<file path="src/vmem_pkg.sv">
`default_nettype none

package vmem_pkg;

    // Vector geometry and memory depth
    localparam int NUM_LANES = 4;
    localparam int RAM_WORDS = 256;

    // Word address field inside a byte address
    localparam int RAM_ADDR_LSB = 2;
    localparam int RAM_ADDR_MSB = 9;

    // Scalar widths
    typedef logic [31:0] word_t;
    typedef logic [NUM_LANES-1:0] lane_mask_t;
    typedef logic [1:0] lane_idx_t;
    typedef logic [3:0] byte_en_t;
    typedef logic [1:0] eew_t;
    typedef logic [RAM_ADDR_MSB-RAM_ADDR_LSB:0] ram_addr_t;

    // One entry per lane
    typedef word_t [NUM_LANES-1:0] lane_words_t;
    typedef byte_en_t [NUM_LANES-1:0] lane_bytes_t;

    // Element width codes
    localparam eew_t EEW_BYTE = 2'd0;
    localparam eew_t EEW_HALF = 2'd1;
    localparam eew_t EEW_WORD = 2'd2;
    localparam eew_t EEW_BAD  = 2'd3;

    // Serializer states
    typedef enum logic [2:0] {
        IDLE,
        ISSUE,
        WAIT,
        NEXT,
        FINISH
    } slzr_state_t;

endpackage

`default_nettype wire

</file>
<file path="src/wb_collector.sv">
`timescale 1ns/1ns
`default_nettype none

module wb_collector (
    input  logic                  CLK,
    input  logic                  rst,
    input  logic                  clear,
    input  logic                  cap,
    input  logic                  finish,
    input  vmem_pkg::lane_idx_t   cur_lane,
    input  vmem_pkg::eew_t        op_eew,
    input  vmem_pkg::word_t       load_data,
    output vmem_pkg::lane_words_t wb_data,
    output vmem_pkg::lane_bytes_t wb_byte_en
);
    import vmem_pkg::*;

    lane_words_t stage_data;
    lane_bytes_t stage_be;
    byte_en_t    elem_be;

    // Element sits at the bottom of its bank
    always_comb begin
        case (op_eew)
            EEW_BYTE: elem_be = 4'b0001;
            EEW_HALF: elem_be = 4'b0011;
            EEW_WORD: elem_be = 4'b1111;
            default:  elem_be = 4'b0000;
        endcase
    end

    always_ff @(posedge CLK) begin
        if (rst) begin
            stage_be <= '0;
        end else if (clear) begin
            stage_be <= '0;
        end else if (cap) begin
            stage_be[cur_lane] <= elem_be;
        end
    end

    always_ff @(posedge CLK) begin
        if (clear) begin
            stage_data <= '0;
        end else if (cap) begin
            stage_data[cur_lane] <= load_data;
        end
    end

    // Publish the gathered banks at the end of the op
    always_ff @(posedge CLK) begin
        if (rst) begin
            wb_byte_en <= '0;
        end else if (finish) begin
            wb_byte_en <= stage_be;
        end
    end

    always_ff @(posedge CLK) begin
        if (finish) begin
            wb_data <= stage_data;
        end
    end

endmodule

`default_nettype wire

</file>
<file path="config.mk">
export PLATFORM = sky130hd
export DESIGN_NAME = wb_collector
export DESIGN_NICKNAME = d
export VERILOG_FILES = /design/src/vmem_pkg.sv /design/src/wb_collector.sv
export SDC_FILE = /design/constraint.sdc
export NUM_CORES = 1
export LEC_CHECK = 0
export BUFFER_PORTS_ARGS = -buffer_cell sky130_fd_sc_hd__buf_2
export CAP_MARGIN = 40
export CORE_MARGIN = 8
export CORE_UTILIZATION = 38
export DETAILED_ROUTE_END_ITERATION = 10
export HOLD_SLACK_MARGIN = 0.15
export PLACE_DENSITY_LB_ADDON = 0.08
export SYNTH_ARGS = -nofsm -noshare
export SYNTH_HDL_FRONTEND = slang
export SYNTH_SLANG_ARGS = --single-unit
export TNS_END_PERCENT = 5
</file>
<file path="constraint.sdc">
create_clock -name CLK -period 1.3 [get_ports CLK]
set_input_delay 0.065 -clock CLK [delete_from_list [all_inputs] [get_ports CLK]]
set_output_delay 0.065 -clock CLK [all_outputs]
set_load 0.005 [all_outputs]
</file>
==> results.ini, run 1 <==
[floorplanning]
num_io_pins = 185
row_count = 59
dieArea_um2 = 31450
die-width_um = 177.3
core_area_um2 = 25840
dieHeight_um = 177.3
initial_utilization = 0.3829

[worst_setup_path]
crit_type = flop to primary output
crit_chain = buf_2
start_kind = flop
cp.required_ns = 1.24
cp_slowest_stage_delay_ns = 0.42
endpoint_kind = primary output
crit_fanout = 1
worstPathArrival_ns = 1.11
reg2reg_depth = 2
crit_slowest_cell = edfxtp_1
critical_path_buf_inv_count = 1
cp_num_cells = 1
path_delay_family = flip-flops

[power_and_ir_drop]
peakVddDrop_mv = 0.8418
p_leak_nw = 5.671
power.density_nw_per_um2 = 1523

[clock_tree]
numCtsBuffers = 30
root_buffer = clkbuf_16
postCtsHoldBufs = 40
clkSlewWorstSetupHoldPaths_ns = 0.06
max-clock-path-buffers = 3
htree_levels = 1
cts_resized = 0
clock-sinks = 280
cts_tree = yes
insertion_delay_ns = 0.54
cts_setup_buffers = 0

[route]
vias = 5786
drtPass1Iterations = 4
ant_nets = 0
wl_per_cell_um = 17.67
drt-initial-drc-count = 265
wl_mm = 22.44
via_per_inst = 4.556
drc = 0

[timing]
holdWs_ns = 0.4137
skew_ns = 0.009823
setup_viol = 0
period_share = 0.9048
slew_headroom = 0.6986
post-route-min-period_ns = 1.176
finalMaxSlewViolations = 0
tightest_slew_ns = 0.4520
rsz0062_at_grt = false
clock.fmax_mhz = 850.2
fin_tns_setup_ns = 0
hold_violations = 0

[cells_and_area]
finalNetCount = 954
utilization = 0.4957
diodes = 0
drive_above_1_share = 0.2866
syn_to_final_growth_pct = 29.48
nFillCells = 2264

[flow_run]
max_cap_violations = 0

[placed_design]
io_buffers = 184
dpl.hpwl_mm = 15.06
gp_congestion = 0.7426

[global_route]
grt_pass1_wl_mm = 34.77
grt-ovfl-total = 0
track_usage = 0.1387
antenna_found_initial = 1
grt_pass1_vias = 6113
grt_max_degree = 40

[synth]
synth.distinct_cells = 22
synth.net_count = 716
netlist_instances = 673
yosys_warnings = 0
synth_area_per_cell_um2 = 14.70
ys_seq_elements = 280
syn_area_um2 = 9892
synth-seq-area-share = 0.6962

[hold_path]
whs_path_depth = 4
hold_class = primary input to flop

[outcome]
status = finished clean

## through the flow
| stage | cells | setup slack, ns | power [mW] | instance area (um^2) |
|---|---|---|---|---|
| finish | 1270 | 0.1238 | 19.51 | 12810 |
| global route | 1270 | 0.07038 | 20.25 | 12810 |
| CTS | 1270 | 0.09347 | 19.77 | 12810 |
| global placement | 1174 | 0.1713 | 11.00 | 11380 |
| detailed placement | 1174 | 0.1328 | 11.02 | 11380 |
| floorplan | 673 | 0.2347 | 10.37 | 9892 |
## cell families (layout without fill, tap and decap cells)
family	Yosys count	after routing	share of synthesized area
AND/OR/NAND/NOR	192	192	0.1231
AO/OA/AOI/OAI	4	4	0.003036
multiplexers	150	150	0.1518
adder cells (fa/ha/maj)	2	2	0.002529
buffers and inverters	45	307	0.02340
flip-flops	280	280	0.6962
## placed cells by master, fill, tap and decap left out, types with 2 or more instances in the layout
| cell type | count |
|---|---|
| buf_4 | 14 |
| edfxtp_1 | 128 |
| or3b_2 | 9 |
| clkbuf_16 | 33 |
| clkbuf_8 | 6 |
| or3b_1 | 3 |
| dlygate4sd3_1 | 40 |
| clkbuf_1 | 7 |
| mux2i_1 | 150 |
| ha_1 | 2 |
| clkinv_1 | 2 |
| a31oi_1 | 2 |
| or3_1 | 2 |
| buf_12 | 13 |
| buf_2 | 182 |
| nand2b_1 | 160 |
| bufinv_16 | 2 |
| dfxtp_1 | 152 |
| clkinv_2 | 6 |
| nor2_1 | 12 |
| nand3b_1 | 2 |
| a2111oi_0 | 2 |
## registers in the layout, indices dropped and copies added (netlist names)
register    flops
wb_data       128
wb_byte_en     12
stage_be       12
stage_data    128
## layout make-up
| cell class | instances | area, um^2 | share of cell area |
|---|---|---|---|
| clock inverters | 10 | 97.59 | 0.007619 |
| clock buffers | 46 | 934.6 | 0.07297 |
| repair buffers | 250 | 1688 | 0.1318 |
| well taps | 335 | 419.2 | 0.03272 |
| multi-input cells | 348 | 2779 | 0.2170 |
| inverters | 1 | 3.754 | 0.0002931 |
| flip-flops and latches | 280 | 6887 | 0.5377 |
## report_power, final
| group | internal [mW] | total [mW] | switching (mW) |
|---|---|---|---|
| Combinational | 0.581 | 1.16 | 0.582 |
| Sequential | 9.58 | 9.73 | 0.146 |
| Clock | 5.32 | 8.62 | 3.30 |
## synthesized netlist by cell type
cell type / number / share of area
mux2i_1: 150 / 0.15
ha_1: 2 / 0.0025
a31oi_1: 2 / 0.0013
nor2_1: 12 / 0.0046
a2111oi_0: 2 / 0.0018
or3b_1: 3 / 0.0027
or3b_2: 9 / 0.0080
nand2b_1: 160 / 0.10
edfxtp_1: 128 / 0.39
or3_1: 2 / 0.0013
buf_6: 2 / 0.0023
buf_2: 10 / 0.0051
and3b_1: 1 / 0.00089
and3_1: 1 / 0.00063
clkbuf_1: 22 / 0.0083
inv_1: 1 / 0.00038
nand3b_1: 2 / 0.0015
nand3_1: 1 / 0.00051
buf_4: 9 / 0.0068
clkbuf_2: 1 / 0.00051
nor3b_4: 1 / 0.0019
dfxtp_1: 152 / 0.31
## path summary, 6_finish.rpt
path,startpoint,endpoint,slack [ns]
setup / recovery,wb_data[0]$_DFFE_PP_,wb_data[0],0.12
hold / removal,load_data[0],stage_data[32]$_SDFFE_PP0P_,0.41
setup reg to reg,stage_be[4]$_SDFFE_PP0P_,stage_be[4]$_SDFFE_PP0P_,0.28
hold reg to reg,stage_data[73]$_SDFFE_PP0P_,wb_data[73]$_DFFE_PP_,0.43
## layer usage
layer	GRT usage	vias to the layer above	wire (um)
li1	-	2810	-
met1	0.1828	2794	10130
met2	0.2282	146	10610
met3	0.03191	34	1311
met4	0.03334	2	382
met5	0	-	8
(Power assumes the default switching activity.)
==> run 2, diff against run 1 <==
Settings changed: CORE_ASPECT_RATIO set to 2.
==> run 2 against run 1 <==
Count of clock-buffer cells in the layout down 7. Largest power group unchanged. Global-route usage up 0.77 points. Critical path type is now primary input to flop. First-iteration DRC count down 26%. Clock power down 22%. Maximum frequency about the same. Critical path depth up 4.
==> results.ini, run 2 (synthesis gave the netlist of run 1 again) <==
[floorplanning]
die-width_um = 130.1  ; -27%
dieArea_um2 = 31760  ; +1.0%
core_area_um2 = 25650  ; -0.72%
dieHeight_um = 244.2  ; +38%
initial_utilization = 0.3856  ; +0.002783
row_count = 83  ; +41%
num_io_pins = 185  ; unchanged

[worst_setup_path]
worstPathArrival_ns = 1.57  ; +0.46 ns
crit_slowest_cell = dlygate4sd3_1
cp_slowest_stage_delay_ns = 0.53  ; +0.11 ns
start_kind = primary input
critical_path_buf_inv_count = 3  ; +2
crit_chain = dlygate4sd3_1, buf_2, or3b_1, buf_4, mux2i_1
endpoint_kind = flop
crit_type = primary input to flop
crit_fanout = 12  ; +11
cp.required_ns = 1.70  ; +0.46 ns
path_delay_family = buffers and inverters

[clock_tree]
cts_resized = 0  ; unchanged
cts_tree = yes
clock-sinks = 280  ; unchanged
numCtsBuffers = 25  ; -17%
root_buffer = clkbuf_16
cts_setup_buffers = 0  ; unchanged
htree_levels = 1  ; unchanged
insertion_delay_ns = 0.52  ; -0.02 ns
max-clock-path-buffers = 3  ; unchanged
postCtsHoldBufs = 40  ; unchanged
clkSlewWorstSetupHoldPaths_ns = 0.06  ; about the same

[timing]
setup_viol = 0  ; unchanged
period_share = 0.9043  ; about the same
hold_violations = 0  ; unchanged
slew_headroom = 0.6946  ; -0.004032
fin_tns_setup_ns = 0  ; unchanged
layout_setup_ws_ns = 0.1245  ; +0.0006840 ns
clock.fmax_mhz = 850.7  ; about the same
rsz0062_at_grt = false
finalMaxSlewViolations = 0  ; unchanged
tightest_slew_ns = 0.4581  ; +0.006048 ns
post-route-min-period_ns = 1.176  ; -0.0006840 ns
skew_ns = 0.009842  ; +0.00001816 ns

[global_route]
track_usage = 0.1463  ; +0.007661
grt-ovfl-total = 0  ; unchanged
grt_pass1_wl_mm = 35.89  ; +3.2%
grt_pass1_vias = 6379  ; +4.4%
antenna_found_initial = 1  ; unchanged
grt_max_degree = 73  ; +83%

[route]
wl_per_cell_um = 18.47  ; +4.5%
drc = 0  ; unchanged
via_per_inst = 4.610  ; +1.2%
drtPass1Iterations = 4  ; unchanged
ant_nets = 0  ; unchanged
drt-initial-drc-count = 196  ; -26%
wl_mm = 23.25  ; +3.6%
vias = 5804  ; +0.31%

[placed_design]
dpl.hpwl_mm = 15.75  ; +4.6%
io_buffers = 184  ; unchanged
post-place-ws_ns = 0.1428  ; +0.01006 ns
gp_congestion = 0.7572  ; +2.0%

[cells_and_area]
drive_above_1_share = 0.2677  ; -0.01895
nFillCells = 2297  ; +1.5%
layout_commonest_cell = buf_2
syn_to_final_growth_pct = 26.09
top_regs = stage_data x128, wb_data x128
diodes = 0  ; unchanged
mostFrequentLayoutCells = 182 x buf_2, 160 x nand2b_1, 152 x dfxtp_1, 150 x mux2i_1, 128 x edfxtp_1
finalNetCount = 944  ; -1.0%

[power_and_ir_drop]
power.density_nw_per_um2 = 1409  ; -7.5%
peakVddDrop_mv = 0.8369  ; -0.59%
p_total_mw = 17.57  ; -9.9%
p_leak_nw = 5.489  ; -3.2%

[hold_path]
hold_class = primary input to flop

[flow_run]
max_cap_violations = 0  ; unchanged

[outcome]
status = finished clean

[run 2: cell types whose count changed in the layout (fill, tap and decap cells not counted)]
| cell | previous run | this run |
|---|---|---|
| buf_12 | 13 | 14 |
| buf_4 | 14 | 8 |
| bufinv_16 | 2 | 0 |
| clkbuf_1 | 7 | 13 |
| clkbuf_16 | 33 | 25 |
| clkbuf_8 | 6 | 1 |
| clkinv_2 | 6 | 4 |
[run 2: path summary, 6_finish.rpt]
path / from / endpoint / slack (ns) / depth (start not counted)
min: load_data[5] / stage_data[101]$_SDFFE_PP0P_ / 0.43 / 4
max: cur_lane[0] / stage_data[29]$_SDFFE_PP0P_ / 0.12 / 5
max reg2reg: stage_be[5]$_SDFFE_PP0P_ / stage_be[5]$_SDFFE_PP0P_ / 0.26 / 2
min reg2reg: stage_data[118]$_SDFFE_PP0P_ / wb_data[118]$_DFFE_PP_ / 0.43 / 0
[run 2: through the flow]
stage,instance area (um^2),hold WS (ns),util,std cells
2_1_floorplan,9892,0.1775,-,673
3_3_place_gp,11360,0.3960,0.4428,1174
3_5_place_dp,11360,0.3971,0.4428,1174
4_1_cts,12470,0.4113,0.4863,1259
5_1_grt,12470,0.4393,0.4863,1259
6_report,12470,0.4271,0.4863,1259
[run 2: worst reg2reg max path, cell delays in order (launching register included)]
cell     delay, ns
dfxtp_1       0.35
or3b_2        0.45
mux2i_1       0.16
[run 2: power by group]
group	internal, mW	switching, mW	total, mW
Sequential	9.58	0.152	9.73
Clock	3.63	3.06	6.69
Combinational	0.571	0.583	1.15
[run 2: layout make-up]
class | instances | area [um^2] | share of cell area
Timing Repair Buffer | 245 | 1663 | 0.1333
Sequential cell | 280 | 6887 | 0.5521
Inverter | 1 | 3.754 | 0.0003009
Clock inverter | 6 | 27.53 | 0.002207
Tap cell | 340 | 425.4 | 0.03411
Clock buffer | 39 | 688.2 | 0.05517
Multi-Input combinational cell | 348 | 2779 | 0.2228
[run 2: metal layers]
layer	GRT usage	wire [um]
met1	0.1577	8920
met2	0.2729	12440
met3	0.02551	1206
met4	0.05500	675
met5	0	13
