<file path="src/vmem_pkg.sv">
`default_nettype none

package vmem_pkg;

    // Vector geometry and memory depth
    localparam int NUM_LANES = 4;
    localparam int RAM_WORDS = 256;

    // Word address field inside a byte address
    localparam int RAM_ADDR_LSB = 2;
    localparam int RAM_ADDR_MSB = 9;

    // Scalar widths
    typedef logic [31:0] word_t;
    typedef logic [NUM_LANES-1:0] lane_mask_t;
    typedef logic [1:0] lane_idx_t;
    typedef logic [3:0] byte_en_t;
    typedef logic [1:0] eew_t;
    typedef logic [RAM_ADDR_MSB-RAM_ADDR_LSB:0] ram_addr_t;

    // One entry per lane
    typedef word_t [NUM_LANES-1:0] lane_words_t;
    typedef byte_en_t [NUM_LANES-1:0] lane_bytes_t;

    // Element width codes
    localparam eew_t EEW_BYTE = 2'd0;
    localparam eew_t EEW_HALF = 2'd1;
    localparam eew_t EEW_WORD = 2'd2;
    localparam eew_t EEW_BAD  = 2'd3;

    // Serializer states
    typedef enum logic [2:0] {
        IDLE,
        ISSUE,
        WAIT,
        NEXT,
        FINISH
    } slzr_state_t;

endpackage

`default_nettype wire

</file>
<file path="src/lane_access_if.sv">
`timescale 1ns/1ns
`default_nettype none

interface lane_access_if;
    import vmem_pkg::*;

    // Request side, one element per req pulse
    logic  req;
    logic  we;
    word_t addr;
    word_t wdata;
    eew_t  eew;

    // Response side
    logic  ack;
    word_t rdata;
    logic  mal;

    modport slzr (
        output req, we, addr, wdata, eew,
        input  ack, rdata, mal
    );

    modport lsu (
        input  req, we, addr, wdata, eew,
        output ack, rdata, mal
    );

endinterface

`default_nettype wire

</file>
<file path="src/ram_port_if.sv">
`timescale 1ns/1ns
`default_nettype none

interface ram_port_if;
    import vmem_pkg::*;

    logic      en;
    logic      we;
    ram_addr_t addr;
    byte_en_t  be;
    word_t     wdata;
    word_t     rdata;

    modport master (
        output en, we, addr, be, wdata,
        input  rdata
    );

    modport slave (
        input  en, we, addr, be, wdata,
        output rdata
    );

endinterface

`default_nettype wire

</file>
<file path="src/load_store_unit.sv">
`timescale 1ns/1ns
`default_nettype none

module load_store_unit (
    input  logic            CLK,
    input  logic            rst,
    lane_access_if.lsu      acc,
    ram_port_if.master      ram,
    output vmem_pkg::word_t load_data
);
    import vmem_pkg::*;

    logic       misaligned;
    byte_en_t   be_elem;
    logic       ack_q;
    logic [1:0] off_q;
    eew_t       eew_q;
    word_t      shifted;

    // Alignment check and unshifted byte enables per width
    always_comb begin
        case (acc.eew)
            EEW_BYTE: begin
                misaligned = 1'b0;
                be_elem    = 4'b0001;
            end
            EEW_HALF: begin
                misaligned = acc.addr[0];
                be_elem    = 4'b0011;
            end
            EEW_WORD: begin
                misaligned = (acc.addr[1:0] != 2'b00);
                be_elem    = 4'b1111;
            end
            default: begin
                misaligned = 1'b1;
                be_elem    = 4'b0000;
            end
        endcase
    end

    assign acc.mal   = acc.req && misaligned;
    assign ram.en    = acc.req && !misaligned;
    assign ram.we    = acc.we;
    assign ram.addr  = acc.addr[RAM_ADDR_MSB:RAM_ADDR_LSB];
    assign ram.be    = be_elem << acc.addr[1:0];
    // Move store element onto its byte lanes
    assign ram.wdata = acc.wdata << {acc.addr[1:0], 3'b000};

    always_ff @(posedge CLK) begin
        if (rst) begin
            ack_q <= 1'b0;
        end else begin
            ack_q <= ram.en;
        end
    end

    // Remember where the element sits for the returning word
    always_ff @(posedge CLK) begin
        if (ram.en) begin
            off_q <= acc.addr[1:0];
            eew_q <= acc.eew;
        end
    end

    assign acc.ack = ack_q;
    assign shifted = ram.rdata >> {off_q, 3'b000};

    always_comb begin
        case (eew_q)
            EEW_BYTE: load_data = {24'b0, shifted[7:0]};
            EEW_HALF: load_data = {16'b0, shifted[15:0]};
            default:  load_data = shifted;
        endcase
    end

    assign acc.rdata = load_data;

    // Serializer must never hand over the reserved width code
    a_eew_valid: assert property (@(posedge CLK) disable iff (rst)
        acc.req |-> (acc.eew != EEW_BAD));

endmodule

`default_nettype wire

</file>
<file path="src/flat_wrapper.sv">
// flat-port wrapper written by rule: the top's interface ports become plain ports
module load_store_unit_flat import vmem_pkg::*;
  (CLK, rst, load_data, acc_req, acc_we, acc_addr, acc_wdata, acc_eew, acc_ack, acc_rdata, acc_mal, ram_en, ram_we, ram_addr, ram_be, ram_wdata, ram_rdata);
  lane_access_if acc_i ();
  ram_port_if ram_i ();
  input  logic CLK;
  input  logic rst;
  output vmem_pkg::word_t load_data;
  input wire logic [$bits(acc_i.req)-1:0] acc_req;
  input wire logic [$bits(acc_i.we)-1:0] acc_we;
  input wire logic [$bits(acc_i.addr)-1:0] acc_addr;
  input wire logic [$bits(acc_i.wdata)-1:0] acc_wdata;
  input wire logic [$bits(acc_i.eew)-1:0] acc_eew;
  output wire logic [$bits(acc_i.ack)-1:0] acc_ack;
  output wire logic [$bits(acc_i.rdata)-1:0] acc_rdata;
  output wire logic [$bits(acc_i.mal)-1:0] acc_mal;
  output wire logic [$bits(ram_i.en)-1:0] ram_en;
  output wire logic [$bits(ram_i.we)-1:0] ram_we;
  output wire logic [$bits(ram_i.addr)-1:0] ram_addr;
  output wire logic [$bits(ram_i.be)-1:0] ram_be;
  output wire logic [$bits(ram_i.wdata)-1:0] ram_wdata;
  input wire logic [$bits(ram_i.rdata)-1:0] ram_rdata;
  assign acc_i.req = acc_req;
  assign acc_i.we = acc_we;
  assign acc_i.addr = acc_addr;
  assign acc_i.wdata = acc_wdata;
  assign acc_i.eew = acc_eew;
  assign acc_ack = acc_i.ack;
  assign acc_rdata = acc_i.rdata;
  assign acc_mal = acc_i.mal;
  assign ram_en = ram_i.en;
  assign ram_we = ram_i.we;
  assign ram_addr = ram_i.addr;
  assign ram_be = ram_i.be;
  assign ram_wdata = ram_i.wdata;
  assign ram_i.rdata = ram_rdata;
  load_store_unit u_core (.CLK(CLK), .rst(rst), .acc(acc_i), .ram(ram_i), .load_data(load_data));
endmodule
</file>
<file path="config.mk">
export PLATFORM = sky130hd
export DESIGN_NAME = load_store_unit_flat
export DESIGN_NICKNAME = d
export VERILOG_FILES = /design/src/vmem_pkg.sv /design/src/lane_access_if.sv /design/src/ram_port_if.sv /design/src/load_store_unit.sv /design/src/flat_wrapper.sv
export SDC_FILE = /design/constraint.sdc
export NUM_CORES = 1
export LEC_CHECK = 0
export ABC_AREA = 1
export BUFFER_PORTS_ARGS = -buffer_cell sky130_fd_sc_hd__buf_2
export CAP_MARGIN = 20
export CORE_ASPECT_RATIO = 0.6
export CORE_MARGIN = 3
export CORE_UTILIZATION = 30
export DETAILED_ROUTE_END_ITERATION = 8
export GPL_ROUTABILITY_DRIVEN = 1
export GPL_TIMING_DRIVEN = 0
export HOLD_SLACK_MARGIN = 0.06
export PLACE_DENSITY_LB_ADDON = 0.25
export SETUP_SLACK_MARGIN = 0.1
export SLEW_MARGIN = 20
export SYNTH_ARGS = -nofsm -noshare
export SYNTH_HDL_FRONTEND = slang
export SYNTH_SLANG_ARGS = --single-unit
</file>
<file path="constraint.sdc">
create_clock -name CLK -period 1.9 [get_ports CLK]
set_input_delay 0.095 -clock CLK [delete_from_list [all_inputs] [get_ports CLK]]
set_output_delay 0.095 -clock CLK [all_outputs]
set_load 0.1 [all_outputs]
</file>
==> results.toml, run 1 <==
[sta]
rsz0062_at_grt = "true"
clock.fmax_mhz = 556
min_period_ns = 1.80
hold_violations = 0
slew_violations = 0
setup_ws_ns = 0.101
tightest_slew_ns = 0.498
setup_violations = 0
final.setup.tns_ns = 0
slew_headroom_pct = 67.0
holdWs_ns = 0.0966
min_period_over_period_pct = 94.7

[worst_setup_path]
crit_path_start_kind = "register"
crit_type = "register to output port"
timing.critical_path.buf_inv = 4
worst-path-max-fanout = 10
cp_num_cells = 8
crit_required_ns = 1.80
arrival_ns = 1.70
cpPeakStageDelay_ns = 0.46
crit_chain = "inv_2 -> buf_4 -> nand2_1 -> nand2_1 -> nand2_1 -> nand2_4 -> buf_4 -> buf_8"
crit_top_cell = "nand2_1"
end_kind = "output port"
cp_slowest_cell = "edfxtp_1"
crit_family = "buffers and inverters"

[floorplanning]
core_area_um2 = 5780
ios = 214
die_area_um2 = 7210
num_rows = 21
die_w_um = 108
initial_core_util_pct = 32.2
die_h_um = 67.0

[logic_synthesis]
ys_ff_latch = 5
syn_inst = 345
synth_cell_types = 24
synth.area.top_cells = "nand2_1, buf_4, o21ai_0"
async_flop_share_pct = 0
synth_flop_cell = "edfxtp_1"
yosysWarnings = 0
synth_area_um2 = 1860
syn_area_per_cell_um2 = 5.39
synth-edff-count = 4
synth_commonest_cells = "nand2_1, buf_4, nor2_1"
syn-num-nets = 450
yosysTopAreaCellShare_pct = 24.0
synthMostInstantiatedCell = "nand2_1"
ys_seq_area_share_pct = 7.54
synth_top_area_cell = "nand2_1"

[drt]
drt_wl_total_mm = 9.17
avgRoutedWirePerCell_um = 14.8
vias_per_cell = 4.86
drt_iter0_drc = 164
drcViolationCount = 0
drtAntennaViolNets = 0
vias = 3001
first_pass_iters = 6

[clock_tree]
clkTransAtPathRegs_ns = 0.03
cts_max_level = 1
cts-root-buf = "clkbuf_8"
cts_tree = "built"
cts_max_path_buffers = 2
cts.sinks = 5
cts_made_buffers = 3

[power]
vdd_drop_max_uv = 472
power_w = 0.00323
p_leak_nw = 2.16
power_density_nw_per_um2 = 792

[status]
outcome = "finished clean"

[cells_and_area]
antenna_cells = 0
final_util_pct = 70.4
drive_above_1_share_pct = 58.9
area_delta_synth_final_pct = 119
nNetsFinal = 644

[place]
place.gp.congestion = 0.887
port_buffers = 182
pre_cts_slack_ns = 0.0122
dp_hpwl_mm = 6.97

[flow_run]
max-cap-violations = 0

[hold_path]
min_path_cells = 1
hp-class = "input port to register"

[global_route]
grt-ovfl-total = 0
grt_usage_pct = 21.9
grt_max_degree = 11
grt_pass1_vias = 2621
antenna_found_initial = 0
grt_first_pass_wirelength_mm = 12.8
## kinds of logic after synthesis
group           Yosys count  synth area share [%]
buf+inv                  86                  28.5
fa+ha+maj                 3                  2.02
flops                     5                  7.54
compound gates           62                  19.3
simple gates            189                  42.7
## cell usage in the layout, fill, tap and decap left out, types with 2 or more instances in the layout
master,synthesis,layout
nor2_4,1,9
edfxtp_1,4,4
o21ai_0,31,22
nor3_4,0,8
nor2_2,0,9
a21oi_4,0,8
nor2_1,34,17
buf_6,4,27
inv_2,3,2
buf_8,0,19
nand2_1,119,111
o211ai_1,15,15
and2_1,8,8
o21ai_2,0,10
o21ai_1,5,4
a21oi_2,1,2
buf_4,43,40
or2_1,10,10
clkbuf_8,0,3
inv_1,22,22
ha_1,3,3
nand2_2,1,5
nand2_4,0,3
or2_2,7,7
clkbuf_1,2,2
buf_12,0,28
buf_2,12,129
clkbuf_4,0,4
## metal layers
layer,vias up,wire (µm),track usage (%)
met4,0,87,2.52
met1,1388,3750,30.5
met3,8,767,2.71
met5,-,0,0
met2,167,4570,37.3
li1,1438,-,-
## layout make-up
type,count,area (µm²)
Buffer,61,724
Clock buffer,4,45.0
Fill cell,487,1710
Inverter,25,98.8
Multi-Input combinational cell,254,1540
Sequential cell,5,140
Tap cell,80,100
Timing Repair Buffer,189,1420
## report_power, final
group	total (W)	switching (W)	internal, W	leakage, nW
combinational	0.00289	0.00210	0.000789	2.09
clock	0.000197	0.0000532	0.000144	0.0228
sequential	0.000139	0.00000913	0.000130	0.0459
## registers in the layout (all words and copies together), names as in the netlist
register        flops
u_core.off_q        2
u_core.acc.ack      1
u_core.eew_q        2
## worst paths after layout
path	from	to
hold / removal	acc_addr[1]	u_core.off_q[1]
setup / recovery	u_core.off_q[0]	load_data[6]
## per-stage QoR
stage	area, µm²	instances
2_1_floorplan	2490	345
3_3_place_gp	3500	607
3_5_place_dp	3500	607
4_1_cts	3800	614
5_1_grt	4070	618
6_report	4070	618
## timing repair
item	in CTS	in global routing
pin swaps	0	6
endpoints found under the hold margin	1	0
resized for setup	81	70
setup buffers	2	4
endpoints found under the setup margin	62	59
hold buffers	1	0
Power figures use the tool's default switching activity.
==> inputs of run 2 (changes only) <==
--- a/config.mk
+++ b/config.mk
@@ -15,7 +15,7 @@
 export GPL_ROUTABILITY_DRIVEN = 1
 export GPL_TIMING_DRIVEN = 0
 export HOLD_SLACK_MARGIN = 0.06
-export PLACE_DENSITY_LB_ADDON = 0.25
+export PLACE_DENSITY_LB_ADDON = 0.08
 export SETUP_SLACK_MARGIN = 0.1
 export SLEW_MARGIN = 20
 export SYNTH_ARGS = -nofsm -noshare
==> run 2 against run 1 <==
Compared with the run above:
- via count is 3.7% lower
- total power down 4.2%
- sequential share of layout area increased by 0.15 points
- flip-flop and latch count is the same
- sequential power about the same
- clock power down 3%
- first-iteration DRC count decreased by 11%
- cell count shrank 0.32%
- count of clock-buffer cells in the layout stayed put
==> results.toml, run 2 (synthesis gave the netlist of run 1 again) <==
[place]
place.gp.congestion = 0.856
dp_hpwl_mm = 6.69
place_area_um2 = 3500
pre_cts_slack_ns = 0.0154
port_buffers = 182

[cells_and_area]
nFillCells = 500
multi_input_comb_area_um2 = 1540
final_cell_mix = "buf_2, nand2_1, buf_4"
layout_commonest_cell = "buf_2"
final_util_pct = 67.4
register_area_um2 = 140
antenna_cells = 0
stdcell_area_um2 = 3900
area_delta_synth_final_pct = 110
drive_above_1_share_pct = 58.8
nNetsFinal = 642

[sta]
slew_headroom_pct = 66.8
setup_ws_ns = 0.142
tightest_slew_ns = 0.502
holdWs_ns = 0.0993
setup_violations = 0
min_period_ns = 1.76
min_period_over_period_pct = 92.5
rsz0062_at_grt = "true"
hold_violations = 0
clock.fmax_mhz = 569
slew_violations = 0

[power]
power_density_nw_per_um2 = 793
vdd_drop_max_uv = 642
power_w = 0.00309
p_leak_nw = 2.10

[worst_setup_path]
end_kind = "output port"
crit_family = "buffers and inverters"
cp_slowest_cell = "edfxtp_1"
crit_type = "register to output port"
crit_chain = "buf_2 -> o21ai_0 -> nand2_1 -> nor2_4 -> buf_8 -> buf_6"
crit_path_start_kind = "register"
worst-path-max-fanout = 10
crit_required_ns = 1.80
timing.critical_path.buf_inv = 3
cpPeakStageDelay_ns = 0.44
arrival_ns = 1.66

[floorplanning]
die_h_um = 67.0
core_area_um2 = 5780
num_rows = 21
ios = 214
die_area_um2 = 7210
initial_core_util_pct = 32.2
die_w_um = 108

[global_route]
grt_max_degree = 11
grt-ovfl-total = 0
grt_usage_pct = 21.3
antenna_found_initial = 0
grt_first_pass_wirelength_mm = 12.4
grt_pass1_vias = 2589

[drt]
drt_wl_total_mm = 8.21
dr_wl_met2_mm = 3.77
top_layer_used = "met4"
drtAntennaViolNets = 0
avgRoutedWirePerCell_um = 13.3
drt_iter0_drc = 146
first_pass_iters = 4
vias = 2891
drcViolationCount = 0
wl_met3_um = 709
vias_per_cell = 4.69
m1WireLength_mm = 3.72

[clock_tree]
cts-root-buf = "clkbuf_8"
cts_max_level = 1
cts_tree = "built"
clkTransAtPathRegs_ns = 0.03
cts_max_path_buffers = 2
cts.sinks = 5
cts_made_buffers = 3

[status]
outcome = "finished clean"

[flow_run]
max-cap-violations = 0

[hold_path]
hp-class = "input port to register"
run 2: changes by cell type in the layout (fill, tap and decap cells not counted), sizes merged:
| cell | delta |
|---|---|
| clkbuf | -1 |
| buf | -1 |
| clkinv | -1 |
| inv | +1 |
run 2: worst paths after layout:
kind	from	to	slack, ns	cells past startpoint
worst max-delay path	u_core.off_q[0]	load_data[9]	0.14	6
worst min-delay path	acc_addr[0]	u_core.off_q[0]	0.1	1
run 2: area by class of cell:
| type | instances | area share (%) |
|---|---|---|
| Clock buffer | 4 | 1.16 |
| Timing Repair Buffer | 187 | 32.0 |
| Inverter | 25 | 2.47 |
| Sequential cell | 5 | 3.59 |
| Buffer | 61 | 18.6 |
| Multi-Input combinational cell | 254 | 39.6 |
| Tap cell | 80 | 2.57 |
run 2: what timing repair did:
item | 4_1_cts | 5_1_grt
pin swaps | 0 | 5
buffers inserted | 3 | 1
hold buffers | 1 | 0
resized for setup | 75 | 31
cloned | 0 | 0
hold endpoints to repair | 1 | 0
setup endpoints to repair | 62 | 54
run 2: power breakdown:
group	switching, W	internal (W)	total, W
logic	0.00206	0.000704	0.00276
clock network	0.0000477	0.000144	0.000191
registers	0.00000801	0.000130	0.000138
run 2: metrics by stage:
stage,instances,setup TNS (ns)
detailed placement,607,0
floorplan,345,-0.398
finish,616,0
global route,616,0
global placement,607,0
CTS,615,0
run 2: per-layer routing:
layer / up-vias / global-route usage (%)
met4: 0 / 0.630
met5: - / 0
met3: 2 / 3.19
li1: 1434 / -
met1: 1314 / 31.2
met2: 141 / 34.4
