File: config.mk
export PLATFORM = sky130hd
export DESIGN_NAME = lane_serializer_flat
export DESIGN_NICKNAME = d
export VERILOG_FILES = /design/src/vmem_pkg.sv /design/src/lane_access_if.sv /design/src/lane_serializer.sv /design/src/flat_wrapper.sv
export SDC_FILE = /design/constraint.sdc
export NUM_CORES = 1
export LEC_CHECK = 0
export ABC_AREA = 0
export BUFFER_PORTS_ARGS = -buffer_cell sky130_fd_sc_hd__buf_4
export CORE_AREA = 2 2 175 306
export CTS_BUF_LIST = sky130_fd_sc_hd__clkbuf_4 sky130_fd_sc_hd__clkbuf_8 sky130_fd_sc_hd__clkbuf_16
export CTS_CLUSTER_DIAMETER = 200
export DETAILED_ROUTE_END_ITERATION = 16
export DIE_AREA = 0 0 177 308
export HOLD_SLACK_MARGIN = 0.08
export PLACE_DENSITY = 0.48
export SLEW_MARGIN = 20
export SYNTH_ARGS = -nofsm -noshare
export SYNTH_HDL_FRONTEND = slang
export SYNTH_SLANG_ARGS = --single-unit
export TNS_END_PERCENT = 50
File: constraint.sdc
create_clock -name CLK -period 8.3 [get_ports CLK]
set_input_delay 0.415 -clock CLK [delete_from_list [all_inputs] [get_ports CLK]]
set_output_delay 0.415 -clock CLK [all_outputs]
set_load 0.01 [all_outputs]
File: src/vmem_pkg.sv
`default_nettype none

package vmem_pkg;

    // Vector geometry and memory depth
    localparam int NUM_LANES = 4;
    localparam int RAM_WORDS = 256;

    // Word address field inside a byte address
    localparam int RAM_ADDR_LSB = 2;
    localparam int RAM_ADDR_MSB = 9;

    // Scalar widths
    typedef logic [31:0] word_t;
    typedef logic [NUM_LANES-1:0] lane_mask_t;
    typedef logic [1:0] lane_idx_t;
    typedef logic [3:0] byte_en_t;
    typedef logic [1:0] eew_t;
    typedef logic [RAM_ADDR_MSB-RAM_ADDR_LSB:0] ram_addr_t;

    // One entry per lane
    typedef word_t [NUM_LANES-1:0] lane_words_t;
    typedef byte_en_t [NUM_LANES-1:0] lane_bytes_t;

    // Element width codes
    localparam eew_t EEW_BYTE = 2'd0;
    localparam eew_t EEW_HALF = 2'd1;
    localparam eew_t EEW_WORD = 2'd2;
    localparam eew_t EEW_BAD  = 2'd3;

    // Serializer states
    typedef enum logic [2:0] {
        IDLE,
        ISSUE,
        WAIT,
        NEXT,
        FINISH
    } slzr_state_t;

endpackage

`default_nettype wire

File: src/lane_access_if.sv
`timescale 1ns/1ns
`default_nettype none

interface lane_access_if;
    import vmem_pkg::*;

    // Request side, one element per req pulse
    logic  req;
    logic  we;
    word_t addr;
    word_t wdata;
    eew_t  eew;

    // Response side
    logic  ack;
    word_t rdata;
    logic  mal;

    modport slzr (
        output req, we, addr, wdata, eew,
        input  ack, rdata, mal
    );

    modport lsu (
        input  req, we, addr, wdata, eew,
        output ack, rdata, mal
    );

endinterface

`default_nettype wire

File: src/lane_serializer.sv
`timescale 1ns/1ns
`default_nettype none

module lane_serializer (
    input  logic                  CLK,
    input  logic                  rst,
    input  logic                  op_valid,
    input  logic                  op_store,
    input  logic                  op_indexed,
    input  vmem_pkg::eew_t        op_eew,
    input  vmem_pkg::word_t       op_base,
    input  vmem_pkg::word_t       op_stride,
    input  vmem_pkg::lane_mask_t  op_lane_mask,
    input  vmem_pkg::lane_words_t op_index,
    input  vmem_pkg::lane_words_t op_store_data,
    lane_access_if.slzr           acc,
    output logic                  busy,
    output logic                  done,
    output vmem_pkg::lane_mask_t  fault_mask,
    output vmem_pkg::lane_idx_t   cur_lane,
    output logic                  cap,
    output logic                  clear,
    output logic                  finish
);
    import vmem_pkg::*;

    slzr_state_t state;
    slzr_state_t state_n;
    logic        accept;
    lane_mask_t  pending;
    lane_mask_t  pending_left;
    word_t       lane_off;

    // Operation held for the whole walk
    logic        store_q;
    logic        indexed_q;
    eew_t        eew_q;
    word_t       base_q;
    word_t       stride_q;
    lane_words_t index_q;
    lane_words_t sdata_q;

    // Lowest lane still waiting
    function automatic lane_idx_t first_lane(input lane_mask_t m);
        lane_idx_t idx;
        idx = '0;
        for (int i = NUM_LANES - 1; i >= 0; i--) begin
            if (m[i]) begin
                idx = lane_idx_t'(i);
            end
        end
        return idx;
    endfunction

    assign accept       = (state == IDLE) && op_valid;
    assign cur_lane     = first_lane(pending);
    assign pending_left = pending & ~(lane_mask_t'(1) << cur_lane);

    // Strided or indexed lane offset
    assign lane_off = indexed_q ? index_q[cur_lane] : stride_q * word_t'(cur_lane);

    assign acc.req   = (state == ISSUE);
    assign acc.we    = store_q;
    assign acc.addr  = base_q + lane_off;
    assign acc.wdata = sdata_q[cur_lane];
    assign acc.eew   = eew_q;

    assign busy   = (state != IDLE);
    assign cap    = (state == WAIT) && acc.ack && !store_q;
    assign clear  = accept;
    assign finish = (state == FINISH);

    always_comb begin
        state_n = state;
        case (state)
            IDLE: begin
                if (op_valid) begin
                    state_n = (op_lane_mask != '0) ? ISSUE : FINISH;
                end
            end
            ISSUE:   state_n = acc.mal ? NEXT : WAIT;
            WAIT: begin
                if (acc.ack) begin
                    state_n = NEXT;
                end
            end
            NEXT:    state_n = (pending_left != '0) ? ISSUE : FINISH;
            FINISH:  state_n = IDLE;
            default: state_n = IDLE;
        endcase
    end

    always_ff @(posedge CLK) begin
        if (rst) begin
            state      <= IDLE;
            pending    <= '0;
            fault_mask <= '0;
            done       <= 1'b0;
        end else begin
            state <= state_n;
            done  <= (state == FINISH);
            if (accept) begin
                pending    <= op_lane_mask;
                fault_mask <= '0;
            end else if (state == NEXT) begin
                pending <= pending_left;
            end
            // Misaligned lane is dropped and flagged
            if ((state == ISSUE) && acc.mal) begin
                fault_mask[cur_lane] <= 1'b1;
            end
        end
    end

    always_ff @(posedge CLK) begin
        if (accept) begin
            store_q   <= op_store;
            indexed_q <= op_indexed;
            eew_q     <= op_eew;
            base_q    <= op_base;
            stride_q  <= op_stride;
            index_q   <= op_index;
            sdata_q   <= op_store_data;
        end
    end

    // Every request targets a lane that is still pending
    a_req_pending_lane: assert property (@(posedge CLK) disable iff (rst)
        acc.req |-> pending[cur_lane]);

    // The LSU answers only while the FSM waits for it
    a_ack_in_wait: assert property (@(posedge CLK) disable iff (rst)
        acc.ack |-> (state == WAIT));

endmodule

`default_nettype wire

File: src/flat_wrapper.sv
// flat-port wrapper written by rule: the top's interface ports become plain ports
module lane_serializer_flat import vmem_pkg::*;
  (CLK, rst, op_valid, op_store, op_indexed, op_eew, op_base, op_stride, op_lane_mask, op_index, op_store_data, busy, done, fault_mask, cur_lane, cap, clear, finish, acc_req, acc_we, acc_addr, acc_wdata, acc_eew, acc_ack, acc_rdata, acc_mal);
  lane_access_if acc_i ();
  input  logic CLK;
  input  logic rst;
  input  logic op_valid;
  input  logic op_store;
  input  logic op_indexed;
  input  vmem_pkg::eew_t op_eew;
  input  vmem_pkg::word_t op_base;
  input  vmem_pkg::word_t op_stride;
  input  vmem_pkg::lane_mask_t op_lane_mask;
  input  vmem_pkg::lane_words_t op_index;
  input  vmem_pkg::lane_words_t op_store_data;
  output logic busy;
  output logic done;
  output vmem_pkg::lane_mask_t fault_mask;
  output vmem_pkg::lane_idx_t cur_lane;
  output logic cap;
  output logic clear;
  output logic finish;
  output wire logic [$bits(acc_i.req)-1:0] acc_req;
  output wire logic [$bits(acc_i.we)-1:0] acc_we;
  output wire logic [$bits(acc_i.addr)-1:0] acc_addr;
  output wire logic [$bits(acc_i.wdata)-1:0] acc_wdata;
  output wire logic [$bits(acc_i.eew)-1:0] acc_eew;
  input wire logic [$bits(acc_i.ack)-1:0] acc_ack;
  input wire logic [$bits(acc_i.rdata)-1:0] acc_rdata;
  input wire logic [$bits(acc_i.mal)-1:0] acc_mal;
  assign acc_req = acc_i.req;
  assign acc_we = acc_i.we;
  assign acc_addr = acc_i.addr;
  assign acc_wdata = acc_i.wdata;
  assign acc_eew = acc_i.eew;
  assign acc_i.ack = acc_ack;
  assign acc_i.rdata = acc_rdata;
  assign acc_i.mal = acc_mal;
  lane_serializer u_core (.CLK(CLK), .rst(rst), .op_valid(op_valid), .op_store(op_store), .op_indexed(op_indexed), .op_eew(op_eew), .op_base(op_base), .op_stride(op_stride), .op_lane_mask(op_lane_mask), .op_index(op_index), .op_store_data(op_store_data), .acc(acc_i), .busy(busy), .done(done), .fault_mask(fault_mask), .cur_lane(cur_lane), .cap(cap), .clear(clear), .finish(finish));
endmodule
==> flow_metrics.env, run 1 <==
export IMPL_status="completed"
export IMPL_grt_max_degree=178
export IMPL_areaGrowthSynthToFinish_pct=54.3
export IMPL_critical_path_cell_chain="nand2b_1 > a21oi_2 > and2_1 > ha_1 > inv_1 > fa_1 > nor2b_1 > o31a_1 > o21ai_1 > a21o_1 > a21oi_1 > nor4b_1 > o311ai_0 > nand3_1 > ha_1 > nand4_1 > or2_2 > o31a_1 > o21ai_1 > nand2b_1 > a31oi_1 > xnor3_1 > buf_4"
export IMPL_maxSlewViolCount=0
export IMPL_hold_viol=0
export IMPL_ys_async_sr_fraction_pct=0
export IMPL_r2r_end="u_core.pending[3]$_SDFFE_PP0P_"
export IMPL_synth_top_family_by_area="compound AO/OA/AOI/OAI gates"
export IMPL_yosys_area_top_type="edfxtp_1"
export IMPL_overflow=0
export IMPL_hp_class="in -> reg"
export IMPL_p_seq_share_pct=38.1
export IMPL_p_leak_nw=9.59
export IMPL_crit_required_ns=7.89
export IMPL_reg2reg_slack_ns=5.27
export IMPL_fp_dieH_um=308
export IMPL_vias=12558
export IMPL_wl_per_cell_um=20.1
export IMPL_finalCritPeriodShare_pct=84.2
export IMPL_final_common_cell="buf_4"
export IMPL_final_nets=2354
export IMPL_drtIter0Drc=840
export IMPL_critPathArrivalTime_ns=6.57
export IMPL_critPathLaunchType="flop"
export IMPL_track_usage_pct=19.1
export IMPL_fp_dieW_um=177
export IMPL_syn_instance_count=1190
export IMPL_grt_setup_unrepaired="no"
export IMPL_synth_xor_area_share_pct=2.92
export IMPL_cts_sinks=336
export IMPL_hold_end="u_core.pending[0]$_SDFFE_PP0P_"
export IMPL_fin_worst_skew_ns=0.0231
export IMPL_synthTopCellsByArea="edfxtp_1 (63%), ha_1 (5.0%), nand2_1 (2.7%), and2_1 (2.6%), a222oi_1 (2.1%)"
export IMPL_first_pass_iters=7
export IMPL_drive_gt1_share_pct=26.3
export IMPL_dp_hpwl_um=37500
export IMPL_portBuffers=411
export IMPL_insertion_delay_ns=0.54
export IMPL_power_frac_comb_pct=32.1
export IMPL_fillers=4732
export IMPL_core_area_um2=52100
export IMPL_path_clk_slew_ns=0.06
export IMPL_clockPowerShare_pct=29.8
export IMPL_timing_rr_start="u_core.state[0]$_SDFFE_PP0P_"
export IMPL_drc=0
export IMPL_yosys_warnings=0
export IMPL_slew_headroom_pct=34.7
export IMPL_p_int_mw=4.03
export IMPL_ys_types=70
export IMPL_cap_violations=0
export IMPL_cts_max_level=2
export IMPL_mostFrequentLayoutCells="buf_4 (423), dlygate4sd3_1 (324), edfxtp_1 (324)"
export IMPL_syn_nets=1619
export IMPL_hold_path_cell_count=3
export IMPL_synth_fa_ha_area_share_pct=5.33
export IMPL_tns_ns=0
export IMPL_setup_violations=0
export IMPL_switchingPower_mw=1.81
export IMPL_viasPerCell=4.77
export IMPL_post_cts_buffers=0
export IMPL_io_pins=444
export IMPL_synth_edf_count=324
export IMPL_antenna_found_initial=7
export IMPL_ys_flop_type="edfxtp_1"
export IMPL_routed_wl_um=52900
export IMPL_synth_compound_area_share_pct=14.0
export IMPL_synthMuxAreaShare_pct=0.194
export IMPL_num_rows=111
export IMPL_numCtsBuffers=36
export IMPL_grt_pass1_vias=13625
export IMPL_root_buffer="clkbuf_16"
export IMPL_critical_path_max_stage_delay_ns=0.64
export IMPL_worstMarginPinSlew_ns=0.979
export IMPL_whs_ns=0.132
export IMPL_avgSynthCellArea_um2=13.0
export IMPL_seq_area_frac_synth_pct=64.4
export IMPL_cts_resized=0
export IMPL_cts_tree="built"
export IMPL_slowest_stage="a21oi_2"
export IMPL_end_kind="primary output"
export IMPL_period_minus_slack_ns=6.99
export IMPL_crit_type="reg -> out"
export IMPL_yosysTopAreaCellShare_pct=62.8
export IMPL_min_from="op_lane_mask[0]"
export IMPL_switching_share_pct=31.0
export IMPL_final_antenna_net_count=0
export IMPL_dieArea_um2=54500
export IMPL_reg2reg_depth=6
export IMPL_initial_core_util_pct=29.7
export IMPL_fmax_mhz=143
export IMPL_syn_area_um2=15500
export IMPL_clock_path_buffers=3
export IMPL_gp_congestion=0.827
export IMPL_grt_first_pass_wirelength_um=78000
export IMPL_vdd_ir_drop_worst_uv=185
export IMPL_synth_simple_area_share_pct=11.3
export IMPL_path_max_fanout=18
export IMPL_powerDensity_nw_per_um2=245
export IMPL_ys_seq_elements=336
==> metrics by stage <==
step	area, um2	cells	power (mW)	util, %	setup slack [ns]
final	23900	2633	5.85	45.9	1.31
after global routing	23900	2632	6.16	45.9	0.646
after CTS	23900	2626	5.93	45.8	1.15
after detailed placement	19400	2241	4.03	37.2	1.81
after global placement	19400	2241	4.02	37.2	1.86
after floorplan	15500	1190	3.29	-	0.107
==> layout make-up <==
cell class                      count  area, um2  share of cell area, %
Multi-Input combinational cell    775       5250                   22.0
Inverter                           28        113                  0.471
Clock inverter                     17        251                   1.05
Antenna cell                        6       15.0                 0.0628
Tap cell                          678        848                   3.55
Sequential cell                   336       9970                   41.7
Clock buffer                       45       1000                   4.20
Timing Repair Buffer              748       6440                   27.0
==> logic make-up after synthesis <==
logic type | after synthesis
adders and majority gates | 65
buffers and inverters | 79
and+or+nand+nor | 354
DFF | 336
muxes | 3
xor gates and xnor gates | 50
AOI/OAI and AO/OA | 303
==> metal layers <==
layer | share of wire, % | GRT usage [%] | up-vias | wire length, um
li1 | - | - | 6087 | -
met1 | 35 | 19.3 | 6001 | 18500
met2 | 57 | 38.0 | 389 | 30000
met3 | 5.3 | 3.66 | 77 | 2800
met4 | 2.9 | 6.21 | 4 | 1540
met5 | 0.043 | 0 | - | 23
==> timing repair <==
action	4_1_cts	5_1_grt
endpoints found under the setup margin	0	0
hold buffers	323	1
hold endpoints to repair	323	1
==> flip-flops by register name, indices dropped and copies added, names as in the netlist <==
name               flops
u_core.acc.eew         2
u_core.base_q         32
u_core.index_q       128
u_core.sdata_q       128
u_core.acc.we          1
u_core.pending         4
u_core.state           3
u_core.done            1
u_core.fault_mask      4
u_core.indexed_q       1
u_core.stride_q       32
==> worst max-delay path, delay by kind of cell (launching register included) <==
kind	cells	cell delay [ns]
AOI/OAI and AO/OA	9	2.56
xor gates and xnor gates	1	0.25
adders and majority gates	3	1.08
buffers and inverters	2	0.23
DFF	1	0.47
and+or+nand+nor	8	1.42
==> how the worst max path moves through the flow <==
stage	endpoint	slack, ns	cells after the start	start
global placement	acc_addr[31]	1.86	23	u_core.pending[3]$_SDFFE_PP0P_
global route	acc_addr[31]	0.65	23	u_core.pending[3]$_SDFFE_PP0P_
finish	acc_addr[31]	1.31	23	u_core.pending[3]$_SDFFE_PP0P_
detailed placement	acc_addr[31]	1.81	23	u_core.pending[3]$_SDFFE_PP0P_
CTS	acc_addr[31]	1.15	23	u_core.pending[3]$_SDFFE_PP0P_
floorplan	u_core.pending[1]$_SDFFE_PP0P_	0.11	6	u_core.state[0]$_SDFFE_PP0P_
==> Yosys cell counts (7+ instances only) <==
cell,count
edfxtp_1,324
nand2_1,111
nor2_1,83
and2_1,65
ha_1,62
a21oi_1,57
clkbuf_1,50
o21ai_0,40
a222oi_1,32
xnor2_1,29
inv_1,26
a21o_1,21
o21ai_1,21
o22ai_1,20
xor2_1,20
nand3_1,19
o221ai_1,17
nor3_1,13
or4_1,13
dfxtp_1,12
o211ai_1,12
o221a_2,10
nand4_1,9
o21a_1,9
nor2b_1,8
o21bai_1,8
a22oi_1,7
==> power groups by stage <==
stage	Combinational [mW]	Clock [mW]	Sequential, mW
after floorplan	0.978	0	2.31
after global placement	1.76	0	2.25
after detailed placement	1.77	0	2.26
after CTS	1.91	1.79	2.23
after global routing	2.06	1.85	2.25
final	1.88	1.74	2.23
Power figures use the tool's default switching activity.
==> inputs of run 2 (changes only) <==
==> constraint.sdc (replaced) <==
create_clock -name CLK -period 5.96 [get_ports CLK]
set_input_delay 0.298 -clock CLK [delete_from_list [all_inputs] [get_ports CLK]]
set_output_delay 0.298 -clock CLK [all_outputs]
set_load 0.01 [all_outputs]
==> flow_metrics.env, run 2 (same netlist as run 1, synthesis figures left out) <==
export IMPL_viasPerCell=4.80
export IMPL_end_kind="primary output"
export IMPL_fp_dieH_um=308
export IMPL_drtIter0Drc=667
export IMPL_portBuffers=411
export IMPL_crit_type="reg -> out"
export IMPL_insertion_delay_ns=0.54
export IMPL_wl_per_cell_um=20.1
export IMPL_first_pass_iters=5
export IMPL_period_minus_slack_ns=5.75
export IMPL_top_usage_layer="met2"
export IMPL_path_max_fanout=7
export IMPL_fmax_mhz=174
export IMPL_dieArea_um2=54500
export IMPL_fillers=4675
export IMPL_setup_slack_ns=0.209
export IMPL_critPathArrivalTime_ns=5.45
export IMPL_routed_wl_um=53900
export IMPL_reg_top3="u_core.index_q x128, u_core.sdata_q x128"
export IMPL_slew_headroom_pct=31.1
export IMPL_cts_max_level=2
export IMPL_cap_violations=0
export IMPL_core_area_um2=52100
export IMPL_grt_setup_unrepaired="yes"
export IMPL_seqCellArea_um2=9980
export IMPL_dp_hpwl_um=38700
export IMPL_path_clk_slew_ns=0.06
export IMPL_whs_ns=0.141
export IMPL_overflow=0
export IMPL_finalCritPeriodShare_pct=96.5
export IMPL_p_leak_nw=9.81
export IMPL_setup_violations=0
export IMPL_grt_util_met3_pct=3.40
export IMPL_cts_tree="built"
export IMPL_final_nets=2397
export IMPL_place_ws_ns=0.181
export IMPL_final_common_cell="buf_4"
export IMPL_io_pins=444
export IMPL_track_usage_pct=19.4
export IMPL_antenna_found_initial=9
export IMPL_use_met1_pct=18.8
export IMPL_vdd_ir_drop_worst_uv=268
export IMPL_cts_sinks=336
export IMPL_fin_worst_skew_ns=0.0149
export IMPL_worstMarginPinSlew_ns=1.03
export IMPL_grt_max_degree=144
export IMPL_multi_input_area_um2=5640
export IMPL_mostFrequentLayoutCells="buf_4 (451), dlygate4sd3_1 (332), edfxtp_1 (324)"
export IMPL_fp_dieW_um=177
export IMPL_powerDensity_nw_per_um2=330
export IMPL_root_buffer="clkbuf_16"
export IMPL_hp_class="in -> reg"
export IMPL_critPathLaunchType="flop"
export IMPL_hold_viol=0
export IMPL_gp_congestion=0.843
export IMPL_status="completed"
export IMPL_met2_usage_pct=39.1
export IMPL_final_antenna_net_count=0
export IMPL_maxSlewViolCount=0
export IMPL_grt_pass1_vias=14088
export IMPL_drive_gt1_share_pct=30.3
export IMPL_vias=12850
export IMPL_postPlaceCellArea_um2=19500
export IMPL_areaGrowthSynthToFinish_pct=58.7
export IMPL_numCtsBuffers=36
export IMPL_grt_first_pass_wirelength_um=79600
export IMPL_crit_required_ns=5.66
export IMPL_initial_core_util_pct=29.7
export IMPL_drc=0
export IMPL_num_rows=111
export IMPL_fin_area_um2=24600
export IMPL_clock_path_buffers=3
[run 2: critical path: stages (launching register included)]
cell	delay, ns
dfxtp_4	0.39
nand2b_4	0.16
a21oi_4	0.08
buf_8	0.15
buf_4	0.14
and2_1	0.15
ha_1	0.37
nand4_1	0.30
o32ai_4	0.41
a211o_1	0.19
buf_4	0.13
xnor2_2	0.13
o21ai_0	0.16
ha_2	0.43
nand4_1	0.14
or2_2	0.31
o31a_1	0.33
o21ai_2	0.24
nand2b_1	0.11
a31oi_2	0.20
xnor3_1	0.23
buf_4	0.15
[run 2: report_power, final]
part | switching [mW] | total, mW | leakage [nW] | internal [mW]
combinational | 1.53 | 2.84 | 6.09 | 1.30
clock | 0.968 | 2.17 | 0.551 | 1.20
sequential | 0.108 | 3.11 | 3.17 | 3.00
[run 2: final timing paths]
| path | start | end | slack (ns) | depth (start not counted) |
|---|---|---|---|---|
| worst min register to register | u_core.fault_mask[0]$_SDFF_PP0_ | u_core.fault_mask[0]$_SDFF_PP0_ | 0.52 | 2 |
| worst max-delay path | u_core.pending[2]$_SDFFE_PP0P_ | acc_addr[31] | 0.21 | 21 |
| worst max register to register | u_core.state[1]$_SDFFE_PP0P_ | u_core.pending[3]$_SDFFE_PP0P_ | 3.24 | 7 |
| worst min-delay path | acc_mal | u_core.state[0]$_SDFFE_PP0P_ | 0.14 | 3 |
[run 2: stage by stage]
stage	power, mW	TNS [ns]	util [%]	instances
CTS	8.10	0	46.4	2658
floorplan	4.55	0	-	1190
global placement	5.61	0	37.4	2254
detailed placement	5.65	0	37.5	2255
finish	8.11	0	47.2	2679
global route	8.54	-0.0506	47.2	2679
[run 2: area by class of cell]
type / instances / area share, %
Sequential cell: 336 / 40.6
Timing Repair Buffer: 791 / 27.9
Multi-Input combinational cell: 775 / 22.9
Clock buffer: 43 / 3.88
Tap cell: 678 / 3.45
Clock inverter: 21 / 0.693
Inverter: 28 / 0.443
Antenna cell: 7 / 0.0713
[run 2: repair_timing]
action | CTS | global route
setup buffers | 6 | 14
setup endpoints to repair | 15 | 11
cloned | 1 | 0
pin swaps | 9 | 31
resized for setup | 36 | 54
hold endpoints to repair | 334 | 0
hold buffers | 332 | 0
[run 2: metal layers]
layer,part of all wire [%],vias to the layer above
met1,34,6184
met3,4.7,103
li1,-,6172
met4,4.2,4
met2,57,387
met5,0.050,-
==> inputs of run 3 (changes only) <==
--- a/config.mk
+++ b/config.mk
@@ -7,13 +7,13 @@
 export LEC_CHECK = 0
 export ABC_AREA = 0
 export BUFFER_PORTS_ARGS = -buffer_cell sky130_fd_sc_hd__buf_4
-export CORE_AREA = 2 2 175 306
+export CORE_AREA = 2 2 297 181
 export CTS_BUF_LIST = sky130_fd_sc_hd__clkbuf_4 sky130_fd_sc_hd__clkbuf_8 sky130_fd_sc_hd__clkbuf_16
 export CTS_CLUSTER_DIAMETER = 200
 export DETAILED_ROUTE_END_ITERATION = 16
-export DIE_AREA = 0 0 177 308
+export DIE_AREA = 0 0 299 183
 export HOLD_SLACK_MARGIN = 0.08
-export PLACE_DENSITY = 0.48
+export PLACE_DENSITY = 0.49
 export SLEW_MARGIN = 20
 export SYNTH_ARGS = -nofsm -noshare
 export SYNTH_HDL_FRONTEND = slang
==> flow_metrics.env, run 3 (same netlist as run 1, synthesis figures left out) <==
export IMPL_cts_max_level=2
export IMPL_critPathLaunchType="flop"
export IMPL_final_core_util_pct=47.3
export IMPL_drc=0
export IMPL_grt_max_degree=143
export IMPL_antenna_found_initial=5
export IMPL_slew_headroom_pct=45.3
export IMPL_setup_violations=0
export IMPL_numCtsBuffers=38
export IMPL_crit_type="reg -> out"
export IMPL_io_pins=444
export IMPL_final_antenna_net_count=0
export IMPL_p_leak_nw=9.88
export IMPL_critical_path_max_stage_delay_ns=0.45
export IMPL_fin_cells=2705
export IMPL_powerDensity_nw_per_um2=338
export IMPL_final_common_cell="buf_4"
export IMPL_routed_wl_um=52700
export IMPL_final_nets=2399
export IMPL_portBuffers=411
export IMPL_viasPerCell=4.76
export IMPL_dieArea_um2=54700
export IMPL_wl_per_cell_um=19.5
export IMPL_finalCritPeriodShare_pct=95.9
export IMPL_critPathArrivalTime_ns=5.41
export IMPL_fillers=4697
export IMPL_maxSlewViolCount=0
export IMPL_worstMarginPinSlew_ns=0.821
export IMPL_track_usage_pct=18.4
export IMPL_num_rows=65
export IMPL_setup_slack_ns=0.247
export IMPL_vias=12865
export IMPL_core_area_um2=52000
export IMPL_fp_dieH_um=183
export IMPL_grt_pass1_vias=13313
export IMPL_placedCellCount=2275
export IMPL_slowest_stage="a311o_2"
export IMPL_dp_hpwl_um=35600
export IMPL_end_kind="primary output"
export IMPL_fin_area_um2=24600
export IMPL_overflow=0
export IMPL_first_pass_iters=6
export IMPL_status="completed"
export IMPL_clock_path_buffers=3
export IMPL_reg_top3="u_core.index_q x128, u_core.sdata_q x128"
export IMPL_critical_path_cell_chain="nand2b_4 > a21oi_4 > buf_12 > buf_6 > and2_1 > ha_2 > o21a_1 > o31a_1 > buf_4 > o21ai_1 > o21bai_1 > a21oi_1 > xor2_1 > o21ai_0 > ha_1 > a21o_1 > a21oi_1 > nor2b_1 > a311o_2 > o21a_1 > o21ai_2 > nand2_1 > o311ai_2 > buf_4"
export IMPL_grt_first_pass_wirelength_um=77200
export IMPL_areaGrowthSynthToFinish_pct=59.1
export IMPL_fp_dieW_um=299
export IMPL_whs_ns=0.153
export IMPL_hold_viol=0
export IMPL_cts_tree="built"
export IMPL_path_clk_slew_ns=0.06
export IMPL_mostFrequentLayoutCells="buf_4 (454), dlygate4sd3_1 (329), edfxtp_1 (324)"
export IMPL_vdd_ir_drop_worst_uv=308
export IMPL_drive_gt1_share_pct=30.8
export IMPL_insertion_delay_ns=0.54
export IMPL_fmax_mhz=175
export IMPL_cap_violations=0
export IMPL_path_max_fanout=8
export IMPL_root_buffer="clkbuf_16"
export IMPL_crit_required_ns=5.66
export IMPL_initial_core_util_pct=29.7
export IMPL_period_minus_slack_ns=5.71
export IMPL_cts_sinks=336
export IMPL_hp_class="in -> reg"
export IMPL_postPlaceCellArea_um2=19500
export IMPL_drtIter0Drc=806
export IMPL_fin_worst_skew_ns=0.0200
export IMPL_gp_congestion=0.854
export IMPL_place_ws_ns=0.285
run 3: changes by cell type in the layout (fill, tap and decap cells not counted), moves of 3 or more:
cell	previous run	this run
diode_2	7	2
clkbuf_16	36	41
ha_2	1	7
buf_4	451	454
clkbuf_4	7	13
clkinv_1	7	3
dlygate4sd3_1	332	329
ha_4	8	4
run 3: layer usage:
metal / share of wire [%] / track usage, %
met4: 1.9 / 4.56
met3: 5.4 / 3.67
met2: 48 / 30.5
met5: 0 / 0
met1: 45 / 24.7
run 3: final timing paths:
path | end | cells past startpoint | start | slack, ns
hold reg to reg | u_core.fault_mask[3]$_SDFF_PP0_ | 2 | u_core.fault_mask[3]$_SDFF_PP0_ | 0.52
setup reg to reg | u_core.pending[2]$_SDFFE_PP0P_ | 7 | u_core.state[1]$_SDFFE_PP0P_ | 3.19
hold / removal | u_core.state[0]$_SDFFE_PP0P_ | 3 | acc_mal | 0.15
setup / recovery | acc_addr[18] | 24 | u_core.pending[2]$_SDFFE_PP0P_ | 0.25
run 3: power by group:
part / switching (mW) / total (mW) / internal [mW]
Clock: 1.01 / 2.45 / 1.44
Sequential: 0.108 / 3.11 / 3.00
Combinational: 1.50 / 2.77 / 1.28
run 3: repair_timing:
item / 4_1_cts / 5_1_grt
pin swaps: 7 / 34
resized for setup: 16 / 62
cloned: 1 / 1
buffers inserted: 3 / 24
endpoints found under the hold margin: 334 / 0
hold buffers: 329 / 0
endpoints found under the setup margin: 9 / 16
run 3: stage by stage:
step / total power, mW / setup TNS, ns
CTS: 8.28 / 0
global route: 8.77 / -0.0667
global placement: 5.57 / 0
detailed placement: 5.58 / 0
floorplan: 4.55 / 0
finish: 8.32 / 0
run 3: layout make-up:
class,count,area [um2],area share [%]
Inverter,28,109,0.442
Tap cell,703,880,3.57
Timing Repair Buffer,791,6830,27.7
Clock inverter,17,193,0.782
Multi-Input combinational cell,775,5550,22.5
Antenna cell,2,5.00,0.0203
Sequential cell,336,9980,40.5
Clock buffer,53,1100,4.46
run 3: worst max-delay path: cells and delay by family (launching register included):
kind / cells / cell delay, ns
fa+ha+maj: 2 / 0.70
xor+xnor: 1 / 0.17
compound gates: 13 / 2.54
buf+inv: 4 / 0.60
flops: 1 / 0.37
simple gates: 4 / 0.48
